$ cat src/logic/vcs_config.svh
`ifndef VCS_CONFIG_SVH
`define VCS_CONFIG_SVH

// ================================================
// Word sizes
// ================================================
`define VCS_ADDR_W          13      // 6507 address bus
`define VCS_DATA_W          8
`define VCS_ROM_AW          15      // 32 KB cartridge image
`define VCS_RAM_AW          7       // 128 bytes each for RIOT and cart RAM
`define VCS_LOAD_AW         32

// Control register bits
`define VCS_CTRL_SOFT_RST   0
`define VCS_CTRL_CART_RAM   2

// Loader pages, taken from the top address byte
`define VCS_LOAD_ROM_PAGE   8'h00
`define VCS_LOAD_CTRL_PAGE  8'hFF

// ================================================
// Hotspot bases
// ================================================
`define VCS_HS_E0           13'h1FE0
`define VCS_HS_FE_0         13'h01FE
`define VCS_HS_FE_1         13'h11FE
`define VCS_HS_F8           13'h1FF8
`define VCS_HS_F6           13'h1FF6
`define VCS_HS_F4           13'h1FF4

`endif

$ cat src/logic/vcs_pkg.sv
package vcs_pkg;

  // ================================================
  // Bus regions seen by the CPU
  // ================================================
  typedef enum logic [2:0] {
    REG_NONE     = 3'd0,  // Nothing selected
    REG_TIA      = 3'd1,  // Video and audio chip, reads 0 here
    REG_RIOT_RAM = 3'd2,  // 128 bytes in the 6532
    REG_PIA      = 3'd3,  // 6532 ports and timer, reads 0 here
    REG_CART_RAM = 3'd4,  // Superchip RAM
    REG_ROM      = 3'd5   // Cartridge ROM window
  } bus_region_e;

  // ================================================
  // Bank switching schemes
  // ================================================
  typedef enum logic [2:0] {
    SCH_4K = 3'd0,  // Plain 4 KB, no switching
    SCH_F8 = 3'd1,  // 2 x 4 KB
    SCH_FE = 3'd2,  // 2 x 4 KB, stack hotspots
    SCH_E0 = 3'd3,  // 8 x 1 KB in four segments
    SCH_F6 = 3'd4,  // 4 x 4 KB
    SCH_F4 = 3'd5   // 8 x 4 KB
  } bank_scheme_e;

  // Image size flags
  // [0] 8 KB seen, [1] 16 KB seen, [2] 32 KB seen
  typedef logic [2:0] rom_size_t;

endpackage
$ cat src/logic/load_ctrl.sv
`timescale 1ns/10ps
`include "vcs_config.svh"

module load_ctrl (
  input  logic                    clk_sys,
  input  logic                    pwr_up_reset_n,
  input  logic                    load_valid_i,
  input  logic [`VCS_LOAD_AW-1:0] load_addr_i,
  input  logic [`VCS_DATA_W-1:0]  load_data_i,
  input  logic                    bus_valid_i,
  output logic                    load_ready_o,
  output logic                    rom_wr_o,
  output logic [`VCS_ROM_AW-1:0]  rom_waddr_o,
  output logic [`VCS_DATA_W-1:0]  rom_wdata_o,
  output vcs_pkg::rom_size_t      rom_size_o,
  output logic                    soft_rst_o,
  output logic                    cart_ram_en_o
);
  import vcs_pkg::*;

  logic                   ready_q;    // Loader allowed once out of reset
  logic                   load_fire;  // Transfer this edge
  logic                   ctrl_wr;
  logic [7:0]             load_page;  // Top address byte
  logic [`VCS_DATA_W-1:0] ctrl_q;     // CPU control byte
  rom_size_t              size_q;

  // ================================================
  // Loader handshake
  // ================================================
  assign load_page    = load_addr_i[`VCS_LOAD_AW-1 -: 8];
  assign load_ready_o = ready_q && !bus_valid_i;  // Back-pressure on CPU access
  assign load_fire    = load_valid_i && load_ready_o;
  assign rom_wr_o     = load_fire && (load_page == `VCS_LOAD_ROM_PAGE);
  assign ctrl_wr      = load_fire && (load_page == `VCS_LOAD_CTRL_PAGE);
  assign rom_waddr_o  = load_addr_i[`VCS_ROM_AW-1:0];
  assign rom_wdata_o  = load_data_i;

  always_ff @(posedge clk_sys) begin
    if (pwr_up_reset_n) begin
      ready_q <= 1'b0;
      ctrl_q  <= '0;
    end else begin
      ready_q <= 1'b1;
      if (ctrl_wr) ctrl_q <= load_data_i;  // Control page write
    end
  end

  // ================================================
  // ROM size from loader addresses
  // ================================================
  always_ff @(posedge clk_sys) begin
    if (pwr_up_reset_n) begin
      size_q <= '0;
    end else if (rom_wr_o) begin
      // New image starts at offset 0, forget the old size
      if (load_addr_i[`VCS_ROM_AW-2:0] == '0) size_q <= '0;
      // Later assignments win over the clear
      for (int i = 0; i < 3; i++) begin
        if (load_addr_i[12 + i]) size_q[i] <= 1'b1;  // A12..A14 seen
      end
    end
  end

  assign rom_size_o    = size_q;
  assign soft_rst_o    = ctrl_q[`VCS_CTRL_SOFT_RST];
  assign cart_ram_en_o = ctrl_q[`VCS_CTRL_CART_RAM];

endmodule

$ cat config.mk
export PLATFORM = sky130hd
export DESIGN_NAME = load_ctrl
export DESIGN_NICKNAME = d
export VERILOG_FILES = /design/src/logic/vcs_pkg.sv /design/src/logic/load_ctrl.sv
export VERILOG_INCLUDE_DIRS = /design/src /design/src/logic
export SDC_FILE = /design/constraint.sdc
export NUM_CORES = 1
export LEC_CHECK = 0
export ABC_CLOCK_PERIOD_IN_PS = 1170
export BUFFER_PORTS_ARGS = -buffer_cell sky130_fd_sc_hd__buf_2
export CORE_MARGIN = 2
export CORE_UTILIZATION = 29
export CTS_BUF_LIST = sky130_fd_sc_hd__clkbuf_4
export DETAILED_ROUTE_END_ITERATION = 8
export PLACE_DENSITY = 0.84
export SETUP_SLACK_MARGIN = 0.3
export SLEW_MARGIN = 20
export SYNTH_ARGS = -nofsm -noshare
export SYNTH_HDL_FRONTEND = slang
export SYNTH_SLANG_ARGS = --single-unit
$ cat constraint.sdc
create_clock -name clk_sys -period 1.17 [get_ports clk_sys]
set_input_delay 0.117 -clock clk_sys [delete_from_list [all_inputs] [get_ports clk_sys]]
set_output_delay 0.117 -clock clk_sys [all_outputs]
set_load 0.02 [all_outputs]
---- Word-level counts from Yosys, hierarchy flattened ----
Index checks and enable logic that the tools add are counted.
W data, S select, Z words.
cells by class
  reduce and logical (&&, ||, !) cells .... 13
  multiplexer cells ....................... 5
  equality and inequality tests ........... 1
operators by type and width
  cell                  number
  $logic_not A14 Y1     1
  $eq A8 B8 Y1 const B  1
  $logic_not A8 Y1      1
  $reduce_and A2 Y1     3
  $reduce_bool A2 Y1    3
  $logic_and A1 B1 Y1   4
  $mux W1               4
  $mux W3               1
  $logic_not A1 Y1      1
word-level totals
  word-level logic and storage cells ...... 24
  bits in registers ....................... 7
  output and inout port bits .............. 30

---- Logic depth before layout (Yosys ltp) ----
  word-level depth ........................ 5
  depth in mapped cells ................... 5
  depth with buffers taken out ............ 5

---- Worst setup path before layout ----
OpenSTA, ideal clock, no wires.
  path kind ............................... reg2reg
  start ................................... reg ready_q
  end ..................................... reg ctrl_q[0]
  setup slack ............................. 194 ps
  data arrival time ....................... 862 ps
  stages on the path, launching flop included .. 5
  path through ............................ dfxtp_1 and3b_1 and3_4 mux2i_1 nor2_1
between the ends
  longest elaborated chain between the ends .. 3
RTL lines
  item                      RTL line         RTL
  start: declaration        load_ctrl.sv:21  logic ready_q;
  start signal: assignment  load_ctrl.sv:41  ready_q <= 1'b0;
  start signal: assignment  load_ctrl.sv:44  ready_q <= 1'b1;
  $logic_and A1 B1 Y1       load_ctrl.sv:32  assign load_ready_o = ready_q && !bus_valid_i;
  $logic_and A1 B1 Y1       load_ctrl.sv:33  assign load_fire = load_valid_i && load_ready_o;
  $logic_and A1 B1 Y1       load_ctrl.sv:35  assign ctrl_wr = load_fire && (load_page == `VCS_LOAD_CTRL_PAGE);
  end signal: assignment    load_ctrl.sv:45  if (ctrl_wr) ctrl_q <= load_data_i;
  end: declaration          load_ctrl.sv:25  logic [`VCS_DATA_W-1:0] ctrl_q;
No other way between the ends.
A chain may end at the register's enable or synchronous reset.

---- Worst setup path in the final report ----
  start ................................... reg ready_q
  end ..................................... reg ctrl_q[2]
Same word-level chain as after synthesis.

==> flow_summary.ini <==
[synthesis]
synth_cells = 57
synth_cell_types = 19
ys_warn_count = 0
synth_ff_type = dfxtp_1
ys_seq_area_frac = 0.2462
avgSynthCellArea_um2 = 8.561
synth_area_um2 = 488.0
async_flop_share = 0
syn-num-nets = 101
ys_ff_latch = 6
synth-edff-count = 0

[critical_path]
r2r_slack_ns = 0.01
r2r-end = ctrl_q[2]$_SDFFE_PP0P_
crit_arrival_ns = 1.29
worst-path-stages = 5
startpoint = ready_q$_DFF_P_
cp-endpoint = ctrl_q[2]$_SDFFE_PP0P_
crit_buf_inv = 1
worstSetupStartpointType = flip-flop
reg2reg_depth = 5
rr_startpoint = ready_q$_DFF_P_
slowest_delay_ns = 0.31
crit_family = simple AND/OR/NAND/NOR gates
critPathMaxFanout = 2
slowest_stage = dfxtp_2
critical_path_class = reg2reg
cp_cell_sequence = and3b_2, buf_6, and3_4, mux2i_1, nor2_1
required_ns = 1.30
end_kind = flip-flop

[timing]
finClkSkew_ns = 0.0005384
setup_viol = 0
holdWs_ns = 0.09799
rsz0062_at_grt = yes
clock.fmax_ghz = 0.8652
period_share = 0.9879
setup_ws_ns = 0.01417
report.final.slew_viol_count = 0
hold_viol = 0
tightestPinTransition_ns = 0.3341
min_period_ns = 1.156
max_slew_margin = 0.7754
fin_setup_tns_ns = 0

[detailed_routing]
route.detailed.drc = 0
wl_met3_um = 109
dr_wl_met2_um = 702
wl_um = 1245
top_layer = met4
viasPerCell = 4.426
avgRoutedWirePerCell_um = 11.53
drt_iter0_markers = 2
dr.pass1.iters = 2
antenna_left = 0
dr_total_vias = 478
wl_met1_um = 430

[power_and_ir_drop]
peakVddDrop_mv = 0.5148
power_density_nw_per_um2 = 784.3
leakagePower_nw = 0.3496

[clock_tree]
clockRootBuffer = clkbuf_4
clk_pin_slew_worst_paths_ns = 0.04
clk_latency_ns = 0.24
clock_sinks = 6
hold_buffers = 0
numCtsBuffers = 3
clockBufferDepth = 2
cts_tree = done
cts.htree.levels = 1

[place]
gp_congestion = 0.6550
dp_slack_ns = 0.07619
dpl_cell_area_um2 = 599.3
hpwl_um = 1031
port_buffers = 52

[die]
die_area_um2 = 2027
rows = 14
core_area_um2 = 1541
ioPinCount = 74
initial_core_util = 0.3166
fp.dieW_um = 45.02
dieHeight_um = 45.02

[global_routing]
grt_pass1_wl_um = 1945
grt_pass1_vias = 492
grt_max_degree = 7
track_usage = 0.1310
grt_overflow = 0
antenna_found_initial = 0

[job]
maxCapViolations = 0

[final_layout]
fin_area_um2 = 701.9
synthToLayoutAreaGrowth_pct = 43.85
antenna_cells = 0
fillCellCount = 173
layout-drive-gt1-share = 0.7717
final_util = 0.4554
final_nets = 138
final_common_cell = buf_2
layout_common_cells = buf_2, buf_4, dfxtp_1, buf_6

[outcome]
status = finished, final reports clean

[hold_path]
hold_class = in2reg
-- cell usage after synthesis, drive strengths merged (2+ instances only) --
| cell type | number | area share |
|---|---|---|
| buf | 23 | 0.35 |
| dfxtp | 6 | 0.25 |
| nor4 | 5 | 0.11 |
| a21oi | 3 | 0.031 |
| nand2 | 3 | 0.023 |
| nor2 | 3 | 0.023 |
| o21ai | 3 | 0.031 |
| and4 | 2 | 0.038 |
| mux2i | 2 | 0.041 |
-- metrics by stage --
stage | std cells | total power [mW]
6_report | 108 | 0.5505
5_1_grt | 108 | 0.5771
4_1_cts | 108 | 0.5561
3_5_place_dp | 102 | 0.3612
3_3_place_gp | 102 | 0.3572
2_1_floorplan | 57 | 0.3402
-- sequential cells by signal, indices dropped and copies added, names as in the netlist --
name / cells
rom_size_o: 3
ctrl_q: 2
ready_q: 1
-- worst register-to-register path: cells and delay by family, from the launching register on --
kind,cells,cell delay [ns]
AND/OR/NAND/NOR,3,0.45
multiplexers,1,0.19
flip-flops,1,0.31
buffers and inverters,1,0.10
-- layer usage --
| metal | up-vias | track usage |
|---|---|---|
| li1 | 247 | - |
| met1 | 211 | 0.1247 |
| met2 | 18 | 0.2429 |
| met5 | - | 0 |
| met3 | 2 | 0.04800 |
| met4 | 0 | 0.06471 |
-- how the worst min path moves through the flow --
stage              startpoint         endpoint  slack [ns]  cells past startpoint
2_1_floorplan  pwr_up_reset_n  ready_q$_DFF_P_        0.17                      1
3_3_place_gp   load_data_i[3]   rom_wdata_o[3]        0.23                      0
3_5_place_dp   load_data_i[3]   rom_wdata_o[3]        0.23                      0
4_1_cts        pwr_up_reset_n  ready_q$_DFF_P_        0.09                      2
5_1_grt        pwr_up_reset_n  ready_q$_DFF_P_        0.11                      2
6_report       pwr_up_reset_n  ready_q$_DFF_P_         0.1                      2
-- where the power goes --
group,total [mW],switching [mW],internal (mW)
Clock,0.185,0.0689,0.116
Sequential,0.208,0.000678,0.207
Combinational,0.158,0.0897,0.0682
Total,0.551,0.159,0.391
-- repair_timing --
| item | 4_1_cts | 5_1_grt |
|---|---|---|
| gates cloned | 0 | 0 |
| hold endpoints to repair | 0 | 0 |
| gates resized for setup | 6 | 13 |
| buffers inserted | 3 | 0 |
| pin swaps | 1 | 3 |
| endpoints found under the setup margin | 7 | 9 |
-- cell type report --
cell class | instances | area (um2) | share of cell area
well taps | 16 | 20.02 | 0.02852
clock buffers | 3 | 22.52 | 0.03209
repair buffers | 55 | 315.3 | 0.4492
inverters | 2 | 12.51 | 0.01783
multi-input cells | 26 | 209.0 | 0.2977
flip-flops and latches | 6 | 122.6 | 0.1747
-- logic make-up after synthesis --
| group | Yosys count | share of synthesized area |
|---|---|---|
| buffers and inverters | 25 | 0.3718 |
| and+or+nand+nor | 18 | 0.2795 |
| AOI/OAI and AO/OA | 6 | 0.06152 |
| DFF | 6 | 0.2462 |
| muxes | 2 | 0.04103 |
Power figures use the tool's default switching activity.
