### config.mk
export PLATFORM = sky130hd
export DESIGN_NAME = bank_switch_flat
export DESIGN_NICKNAME = d
export VERILOG_FILES = /design/src/logic/vcs_pkg.sv /design/src/logic/cpu_bus_if.sv /design/src/logic/bank_switch.sv /design/src/flat_wrapper.sv
export VERILOG_INCLUDE_DIRS = /design/src /design/src/logic
export SDC_FILE = /design/constraint.sdc
export NUM_CORES = 1
export LEC_CHECK = 0
export BUFFER_PORTS_ARGS = -buffer_cell sky130_fd_sc_hd__buf_2
export CORE_MARGIN = 2
export CORE_UTILIZATION = 25
export CTS_CLUSTER_DIAMETER = 40
export DETAILED_ROUTE_END_ITERATION = 6
export PLACE_DENSITY = 0.41
export SLEW_MARGIN = 10
export SYNTH_ARGS = -nofsm -noshare
export SYNTH_HDL_FRONTEND = slang
export SYNTH_SLANG_ARGS = --single-unit
### constraint.sdc
create_clock -name clk_sys -period 2.86 [get_ports clk_sys]
set_input_delay 0.572 -clock clk_sys [delete_from_list [all_inputs] [get_ports clk_sys]]
set_output_delay 0.572 -clock clk_sys [all_outputs]
set_load 0.1 [all_outputs]
### src/logic/vcs_config.svh
`ifndef VCS_CONFIG_SVH
`define VCS_CONFIG_SVH

// ================================================
// Word sizes
// ================================================
`define VCS_ADDR_W          13      // 6507 address bus
`define VCS_DATA_W          8
`define VCS_ROM_AW          15      // 32 KB cartridge image
`define VCS_RAM_AW          7       // 128 bytes each for RIOT and cart RAM
`define VCS_LOAD_AW         32

// Control register bits
`define VCS_CTRL_SOFT_RST   0
`define VCS_CTRL_CART_RAM   2

// Loader pages, taken from the top address byte
`define VCS_LOAD_ROM_PAGE   8'h00
`define VCS_LOAD_CTRL_PAGE  8'hFF

// ================================================
// Hotspot bases
// ================================================
`define VCS_HS_E0           13'h1FE0
`define VCS_HS_FE_0         13'h01FE
`define VCS_HS_FE_1         13'h11FE
`define VCS_HS_F8           13'h1FF8
`define VCS_HS_F6           13'h1FF6
`define VCS_HS_F4           13'h1FF4

`endif

### src/logic/vcs_pkg.sv
package vcs_pkg;

  // ================================================
  // Bus regions seen by the CPU
  // ================================================
  typedef enum logic [2:0] {
    REG_NONE     = 3'd0,  // Nothing selected
    REG_TIA      = 3'd1,  // Video and audio chip, reads 0 here
    REG_RIOT_RAM = 3'd2,  // 128 bytes in the 6532
    REG_PIA      = 3'd3,  // 6532 ports and timer, reads 0 here
    REG_CART_RAM = 3'd4,  // Superchip RAM
    REG_ROM      = 3'd5   // Cartridge ROM window
  } bus_region_e;

  // ================================================
  // Bank switching schemes
  // ================================================
  typedef enum logic [2:0] {
    SCH_4K = 3'd0,  // Plain 4 KB, no switching
    SCH_F8 = 3'd1,  // 2 x 4 KB
    SCH_FE = 3'd2,  // 2 x 4 KB, stack hotspots
    SCH_E0 = 3'd3,  // 8 x 1 KB in four segments
    SCH_F6 = 3'd4,  // 4 x 4 KB
    SCH_F4 = 3'd5   // 8 x 4 KB
  } bank_scheme_e;

  // Image size flags
  // [0] 8 KB seen, [1] 16 KB seen, [2] 32 KB seen
  typedef logic [2:0] rom_size_t;

endpackage
### src/logic/cpu_bus_if.sv
`timescale 1ns/10ps
`include "vcs_config.svh"

// One CPU access, strobed by valid for a single cycle
interface cpu_bus_if;
  import vcs_pkg::*;

  logic                   valid;   // Access strobe
  logic [`VCS_ADDR_W-1:0] addr;    // 13-bit CPU address
  logic [`VCS_DATA_W-1:0] wdata;   // Write byte
  logic                   we;      // High for writes
  bus_region_e            region;  // Decoded target

  // Address decoder fills in the region
  modport decode (
    input  addr,
    output region
  );

  // Bank logic watches for hotspots
  modport bank (
    input  valid,
    input  addr,
    input  region
  );

  // Memories see the whole access
  modport mem (
    input  valid,
    input  addr,
    input  wdata,
    input  we,
    input  region
  );

endinterface

### src/logic/bank_switch.sv
`timescale 1ns/10ps
`include "vcs_config.svh"

module bank_switch (
  input  logic                   clk_sys,
  input  logic                   pwr_up_reset_n,
  cpu_bus_if.bank                bus,
  input  vcs_pkg::rom_size_t     rom_size_i,
  input  logic [1:0]             sw_i,         // [0] sw2, [1] sw3
  input  logic                   soft_rst_i,
  output logic [`VCS_ROM_AW-1:0] rom_addr_o,
  output vcs_pkg::bank_scheme_e  scheme_o
);
  import vcs_pkg::*;

  bank_scheme_e           scheme_d;
  bank_scheme_e           scheme_q;
  logic [2:0]             bank_q;    // 4 KB bank for F8, FE, F6, F4
  logic [2:0]             bank0_q;   // E0 segment banks
  logic [2:0]             bank1_q;
  logic [2:0]             bank2_q;
  logic [`VCS_ADDR_W-1:0] a;
  logic [`VCS_ADDR_W-1:0] off_f8;    // Distance from each hotspot base
  logic [`VCS_ADDR_W-1:0] off_f6;
  logic [`VCS_ADDR_W-1:0] off_f4;
  logic [`VCS_ADDR_W-1:0] off_e0;
  logic [`VCS_ROM_AW-1:0] mapped;

  assign a = bus.addr;

  // ================================================
  // Scheme selection
  // ================================================
  always_comb begin
    scheme_d = SCH_4K;
    if (rom_size_i == 3'b001) begin
      if (!sw_i[1])     scheme_d = SCH_E0;  // sw3 low
      else if (sw_i[0]) scheme_d = SCH_F8;  // sw2 high
      else              scheme_d = SCH_FE;
    end else if (rom_size_i == 3'b011) begin
      scheme_d = SCH_F6;
    end else if (rom_size_i == 3'b111) begin
      scheme_d = SCH_F4;
    end
  end

  always_ff @(posedge clk_sys) begin
    if (pwr_up_reset_n) scheme_q <= SCH_4K;
    else                scheme_q <= scheme_d;
  end

  assign scheme_o = scheme_q;

  // ================================================
  // Hotspot tracking
  // ================================================
  // Addresses below a base wrap high and miss the range check
  assign off_f8 = a - `VCS_HS_F8;
  assign off_f6 = a - `VCS_HS_F6;
  assign off_f4 = a - `VCS_HS_F4;
  assign off_e0 = a - `VCS_HS_E0;

  always_ff @(posedge clk_sys) begin
    if (pwr_up_reset_n || soft_rst_i) begin
      bank_q  <= '0;
      bank0_q <= '0;
      bank1_q <= '0;
      bank2_q <= '0;
    end else if (bus.valid) begin
      case (scheme_q)
        SCH_F8: if (off_f8 < 13'd2) bank_q <= off_f8[2:0];
        SCH_F6: if (off_f6 < 13'd4) bank_q <= off_f6[2:0];
        SCH_F4: if (off_f4 < 13'd8) bank_q <= off_f4[2:0];
        SCH_FE: begin
          if (a == `VCS_HS_FE_0)      bank_q <= 3'd0;
          else if (a == `VCS_HS_FE_1) bank_q <= 3'd1;
        end
        SCH_E0: begin
          if (off_e0 < 13'd24) begin
            case (off_e0[4:3])           // Group of eight picks the segment
              2'd0:    bank0_q <= off_e0[2:0];
              2'd1:    bank1_q <= off_e0[2:0];
              default: bank2_q <= off_e0[2:0];
            endcase
          end
        end
        default: ;                       // 4 KB has no hotspots
      endcase
    end
  end

  // ================================================
  // ROM address mapping
  // ================================================
  always_comb begin
    mapped = {bank_q, a[11:0]};
    if (scheme_q == SCH_E0) begin
      case (a[11:10])
        2'd0:    mapped = {bank0_q, a[9:0]};
        2'd1:    mapped = {bank1_q, a[9:0]};
        2'd2:    mapped = {bank2_q, a[9:0]};
        default: mapped = {3'b111, a[9:0]};  // Last 1 KB fixed
      endcase
    end
  end

  // Park ROM address outside the cart window
  assign rom_addr_o = (bus.region == REG_ROM) ? mapped : '0;

endmodule

### src/flat_wrapper.sv
// flat-port wrapper written by rule: the top's interface ports become plain ports
module bank_switch_flat import vcs_pkg::*;
  (clk_sys, pwr_up_reset_n, rom_size_i, sw_i, soft_rst_i, rom_addr_o, scheme_o, bus_valid, bus_addr, bus_region);
  cpu_bus_if bus_i ();
  input  logic clk_sys;
  input  logic pwr_up_reset_n;
  input  vcs_pkg::rom_size_t rom_size_i;
  input  logic [1:0] sw_i;
  input  logic soft_rst_i;
  output logic [`VCS_ROM_AW-1:0] rom_addr_o;
  output vcs_pkg::bank_scheme_e scheme_o;
  input wire logic [$bits(bus_i.valid)-1:0] bus_valid;
  input wire logic [$bits(bus_i.addr)-1:0] bus_addr;
  input wire logic [$bits(bus_i.region)-1:0] bus_region;
  assign bus_i.valid = bus_valid;
  assign bus_i.addr = bus_addr;
  assign bus_i.region = bus_region;
  bank_switch u_core (.clk_sys(clk_sys), .pwr_up_reset_n(pwr_up_reset_n), .bus(bus_i), .rom_size_i(rom_size_i), .sw_i(sw_i), .soft_rst_i(soft_rst_i), .rom_addr_o(rom_addr_o), .scheme_o(scheme_o));
endmodule
# After elaboration in Yosys (flattened, before gate mapping)
# Index checks and enable logic that the tools add are counted.
# Widths: inputs -> output; s select.
[totals]
mem_bits_rw = 0
wordCells = 55
register_bits = 15
romBits = 0
out_inout_bits = 18
latch_bits = 0
in_bits = 25
n_memories = 0
[op_classes]
order_cmp = 4
div_mod_pow = 0
eq_ne = 18
bitwise_logic = 1
reduce_logical = 9
mul = 0
shifts = 0
addsub = 4
n_mux = 14
[op_table]
columns = ["cell", "count"]
rows = [
  ["$sub 13x13->13 const B", 4],
  ["$pmux 13 s3", 1],
  ["$mux 15", 2],
  ["$mux 3", 9],
  ["$eq 13x13->1 const B", 1],
  ["$eq 13x9->1 const B", 1],
  ["$lt 13x2->1 const B", 1],
  ["$lt 13x3->1 const B", 1],
  ["$lt 13x4->1 const B", 1],
  ["$lt 13x5->1 const B", 1],
  ["$eq 3x3->1 const B", 4],
  ["$pmux 3 s4", 1],
  ["$reduce_and 4->1", 3],
  ["$eq 3x2->1 const B", 3],
  ["$eq 3x1->1 const B", 2],
  ["$ne 2x1->1 const B", 3],
  ["$reduce_and 6->1", 1],
  ["$eq 2x1->1 const B", 2],
  ["$logic_not 2->1", 2],
  ["$reduce_bool 4->1", 1],
  ["$ne 3x1->1 const B", 1],
  ["$eq 2x2->1 const B", 1],
  ["$mux 2", 1],
  ["$reduce_or 2->1", 1],
  ["2 further kinds", 2],
]

# Logic depth before layout (Yosys ltp)
[depth]
ltp_word = 5
mapped_depth = 10
depth_no_buf = 9

# Worst setup path after synthesis
# Ideal clock, no wire load.
[synth_timing]
path_kind = "register to output"
startpoint = "register u_core.scheme_q[1], in the netlist u_core.scheme_o[1]"
endpoint = "output port rom_addr_o[11]"
arrival_time_ns = 3.086
required_ns = 2.288
path_stages_with_launch = 6
path_buffers = 0
setup_slack_ns = -0.798
path_cell_list = "dfxtp_1 -> and2b_1 -> nand2_1 -> a21oi_1 -> o21ai_0 -> a21oi_1"
[synth_via]
elab_chain_cells = 3
[synth_lines]
columns = ["item", "line", "text"]
rows = [
  ["start: declaration", "bank_switch.sv:17", "bank_scheme_e scheme_q;"],
  ["start signal: assignment", "bank_switch.sv:49", "else scheme_q <= scheme_d;"],
  ["$eq 3x2->1", "bank_switch.sv:97", "if (scheme_q == SCH_E0) begin"],
  ["$mux 15", "bank_switch.sv:97", ""],
  ["$mux 15", "bank_switch.sv:108", "assign rom_addr_o = (bus.region == REG_ROM) ? mapped : '0;"],
  ["end: declaration", "flat_wrapper.sv:10", "output logic [`VCS_ROM_AW-1:0] rom_addr_o;"],
]
# No other way between the ends.

# Worst setup path after layout
# Ends and elaborated chain as after synthesis.

==> metrics.cfg <==
[run_status]
outcome=finished, final reports clean

[power]
p_seq_share_pct=37.0
clock_power_share_pct=29.4
leakage_uw=0.000841
p_sw_uw=205
swShare_pct=35.5
p_total_uw=577
p_per_area_nw_per_um2=306
combPwrFrac_pct=33.5
ir_drop_mv=0.212
intPower_uw=372

[hold_path]
min-delay-start=u_core.bank_q[2]
min_path_type=flip-flop to flip-flop
min_path_cells=2

[timing]
setup-tns-final_ns=0
max_slew.worst_pin.slew_ns=0.488
report.final.setup_viol=0
max_freq_mhz=396
rsz0062_at_grt=false
finalHoldViolCount=0
relSlewSlack_pct=67.7
fin_crit_sh_pct=88.2
min_period_ns=2.52
slew_viol_final=0
clock_skew_ns=0.00405

[layout]
nets=283
drive_gt1_share_pct=27.4
utilization_pct=32.4
area_delta_synth_final_pct=27.1
layout_commonest_cell=buf_2
layout_common_cells=buf_2 (42), nor2_1 (30), nand2_1 (15), dfxtp_1 (15), buf_4 (14)
diodes=0

[synth]
syn-instance-count=208
syn_avg_cell_area_um2=7.12
synth_edf_count=0
yosys_most_used_dff=dfxtp_1
synth_area_um2=1480
synth_nets=238
async_reset_ff_share_pct=0
yosysUniqueCellTypes=49
yosys_warnings=0
yosysSeqAreaShare_pct=20.3
synth_seq_cells=15

[clocking]
htreeDepth=1
clockBufferDepth=2
cts_tree=done
cts-buffers-inserted=3
clock_sinks=15
insertion_delay_ns=0.24
post_cts_buffers=0
post_cts_resized=0
clock-root-buffer=clkbuf_8
cts_hold_buffers=0
clkSlewWorstSetupHoldPaths_ns=0.06

[die]
start_util_pct=25.5
core_um2=5820
die_w_um=81.0
ios=43
die_height_um=81.0
die-area_um2=6560
num_rows=28

[grt]
grt_remaining_overflow=0
grt_pass1_vias=1527
antenna_found_initial=0
grt_max_degree=17
grt_pass1_wl_um=7580
grt_use_total_pct=14.8

[critical_path]
crit_start=u_core.scheme_o[1]
r2r-start=u_core.scheme_o[1]
crit_fanout=7
cp-end-kind=primary output
ff2ff_path_depth=6
required_ns=2.29
path_class=flip-flop to primary output
crit_arrival_ns=1.95
crit_path_start_kind=flip-flop

[placement]
post-dp-hpwl_um=3600
io_buffers=42
gp_congestion=0.773

[drt]
drt-pass1-iter-count=4
drc_errors=0
vias_per_cell=4.94
wl_per_cell_um=14.2
drtIter0Drc=51
via_count=1614
wl_um=4630
final_antenna_net_count=0

[run]
maxCapViolations=0

## cell usage after synthesis, types with 2 or more instances
master | number | area [um2]
a211oi_1 | 2 | 15.0
xnor2_1 | 5 | 43.8
o22ai_1 | 2 | 12.5
or4_1 | 3 | 22.5
buf_2 | 8 | 40.0
and4_1 | 2 | 17.5
o31ai_1 | 2 | 15.0
nand2_1 | 15 | 56.3
a2111oi_0 | 2 | 17.5
nand2b_1 | 2 | 12.5
and2_1 | 11 | 68.8
buf_4 | 2 | 15.0
a21oi_1 | 10 | 50.1
nor2b_1 | 2 | 12.5
nor3_1 | 2 | 10.0
o21ai_0 | 12 | 60.1
xor2_1 | 3 | 26.3
a21o_1 | 2 | 15.0
mux2i_1 | 13 | 130
ha_1 | 5 | 62.6
and3_1 | 2 | 12.5
or3_1 | 2 | 12.5
inv_1 | 10 | 37.5
a31oi_1 | 5 | 31.3
nor2_1 | 31 | 116
nand4_1 | 6 | 37.5
mux2_2 | 2 | 22.5
clkbuf_1 | 4 | 15.0
dfxtp_1 | 15 | 300
nand3_1 | 7 | 35.0
## per-stage QoR
stage                     instances  setup WS, ns  hold WS, ns  cell area (um2)
final                           327         0.337        0.465             1880
after global routing            327         0.175        0.497             1880
after CTS                       327         0.306        0.466             1880
after detailed placement        323         0.172        0.456             1840
after global placement          323         0.137        0.452             1840
after floorplan                 208        0.0120        0.434             1510
## worst max-delay path: stages, from the launching register on
cell and delay [ns]:
dfxtp_1 0.45, and2b_1 0.22, nand2_1 0.19, a21oi_1 0.15
o21ai_0 0.13, a21oi_4 0.14, buf_2 0.43
## cells by family after synthesis
family          synth area share (%)
compound gates                  19.5
xor+xnor                        4.73
fa+ha+maj                       4.22
flops                           20.3
mux                             10.3
buf+inv                         7.85
simple gates                    33.1
## flip-flops by register name (all words and copies together) (netlist names)
name / cells
u_core.scheme_o: 3
u_core.bank0_q: 3
u_core.bank1_q: 3
u_core.bank2_q: 3
u_core.bank_q: 3
## power groups by stage
stage	Clock, uW	Combinational (uW)	Sequential, uW
final	170	193	214
after global routing	188	211	214
after CTS	176	195	214
after detailed placement	0	194	218
after global placement	0	196	218
after floorplan	0	122	228
## layout make-up
cell class | count | area, um2
Sequential cell | 15 | 300
Tap cell | 75 | 93.8
Timing Repair Buffer | 56 | 315
Inverter | 10 | 37.5
Multi-Input combinational cell | 167 | 1090
Clock buffer | 4 | 45.0
Fill cell | 651 | 3930
## worst paths after layout
| check | to | slack (ns) |
|---|---|---|
| max | rom_addr_o[11] | 0.34 |
| min | u_core.bank_q[2] | 0.46 |
| max reg2reg | u_core.bank1_q[1] | 0.58 |
| min reg2reg | u_core.bank_q[2] | 0.46 |
## layer usage
layer	track usage (%)	wire length, um	vias up
met2	25.9	2130	44
li1	-	-	833
met5	0	0	-
met3	1.00	168	6
met4	4.75	67	0
met1	19.4	2270	731
Note: power is estimated with default switching activity, not from simulation.
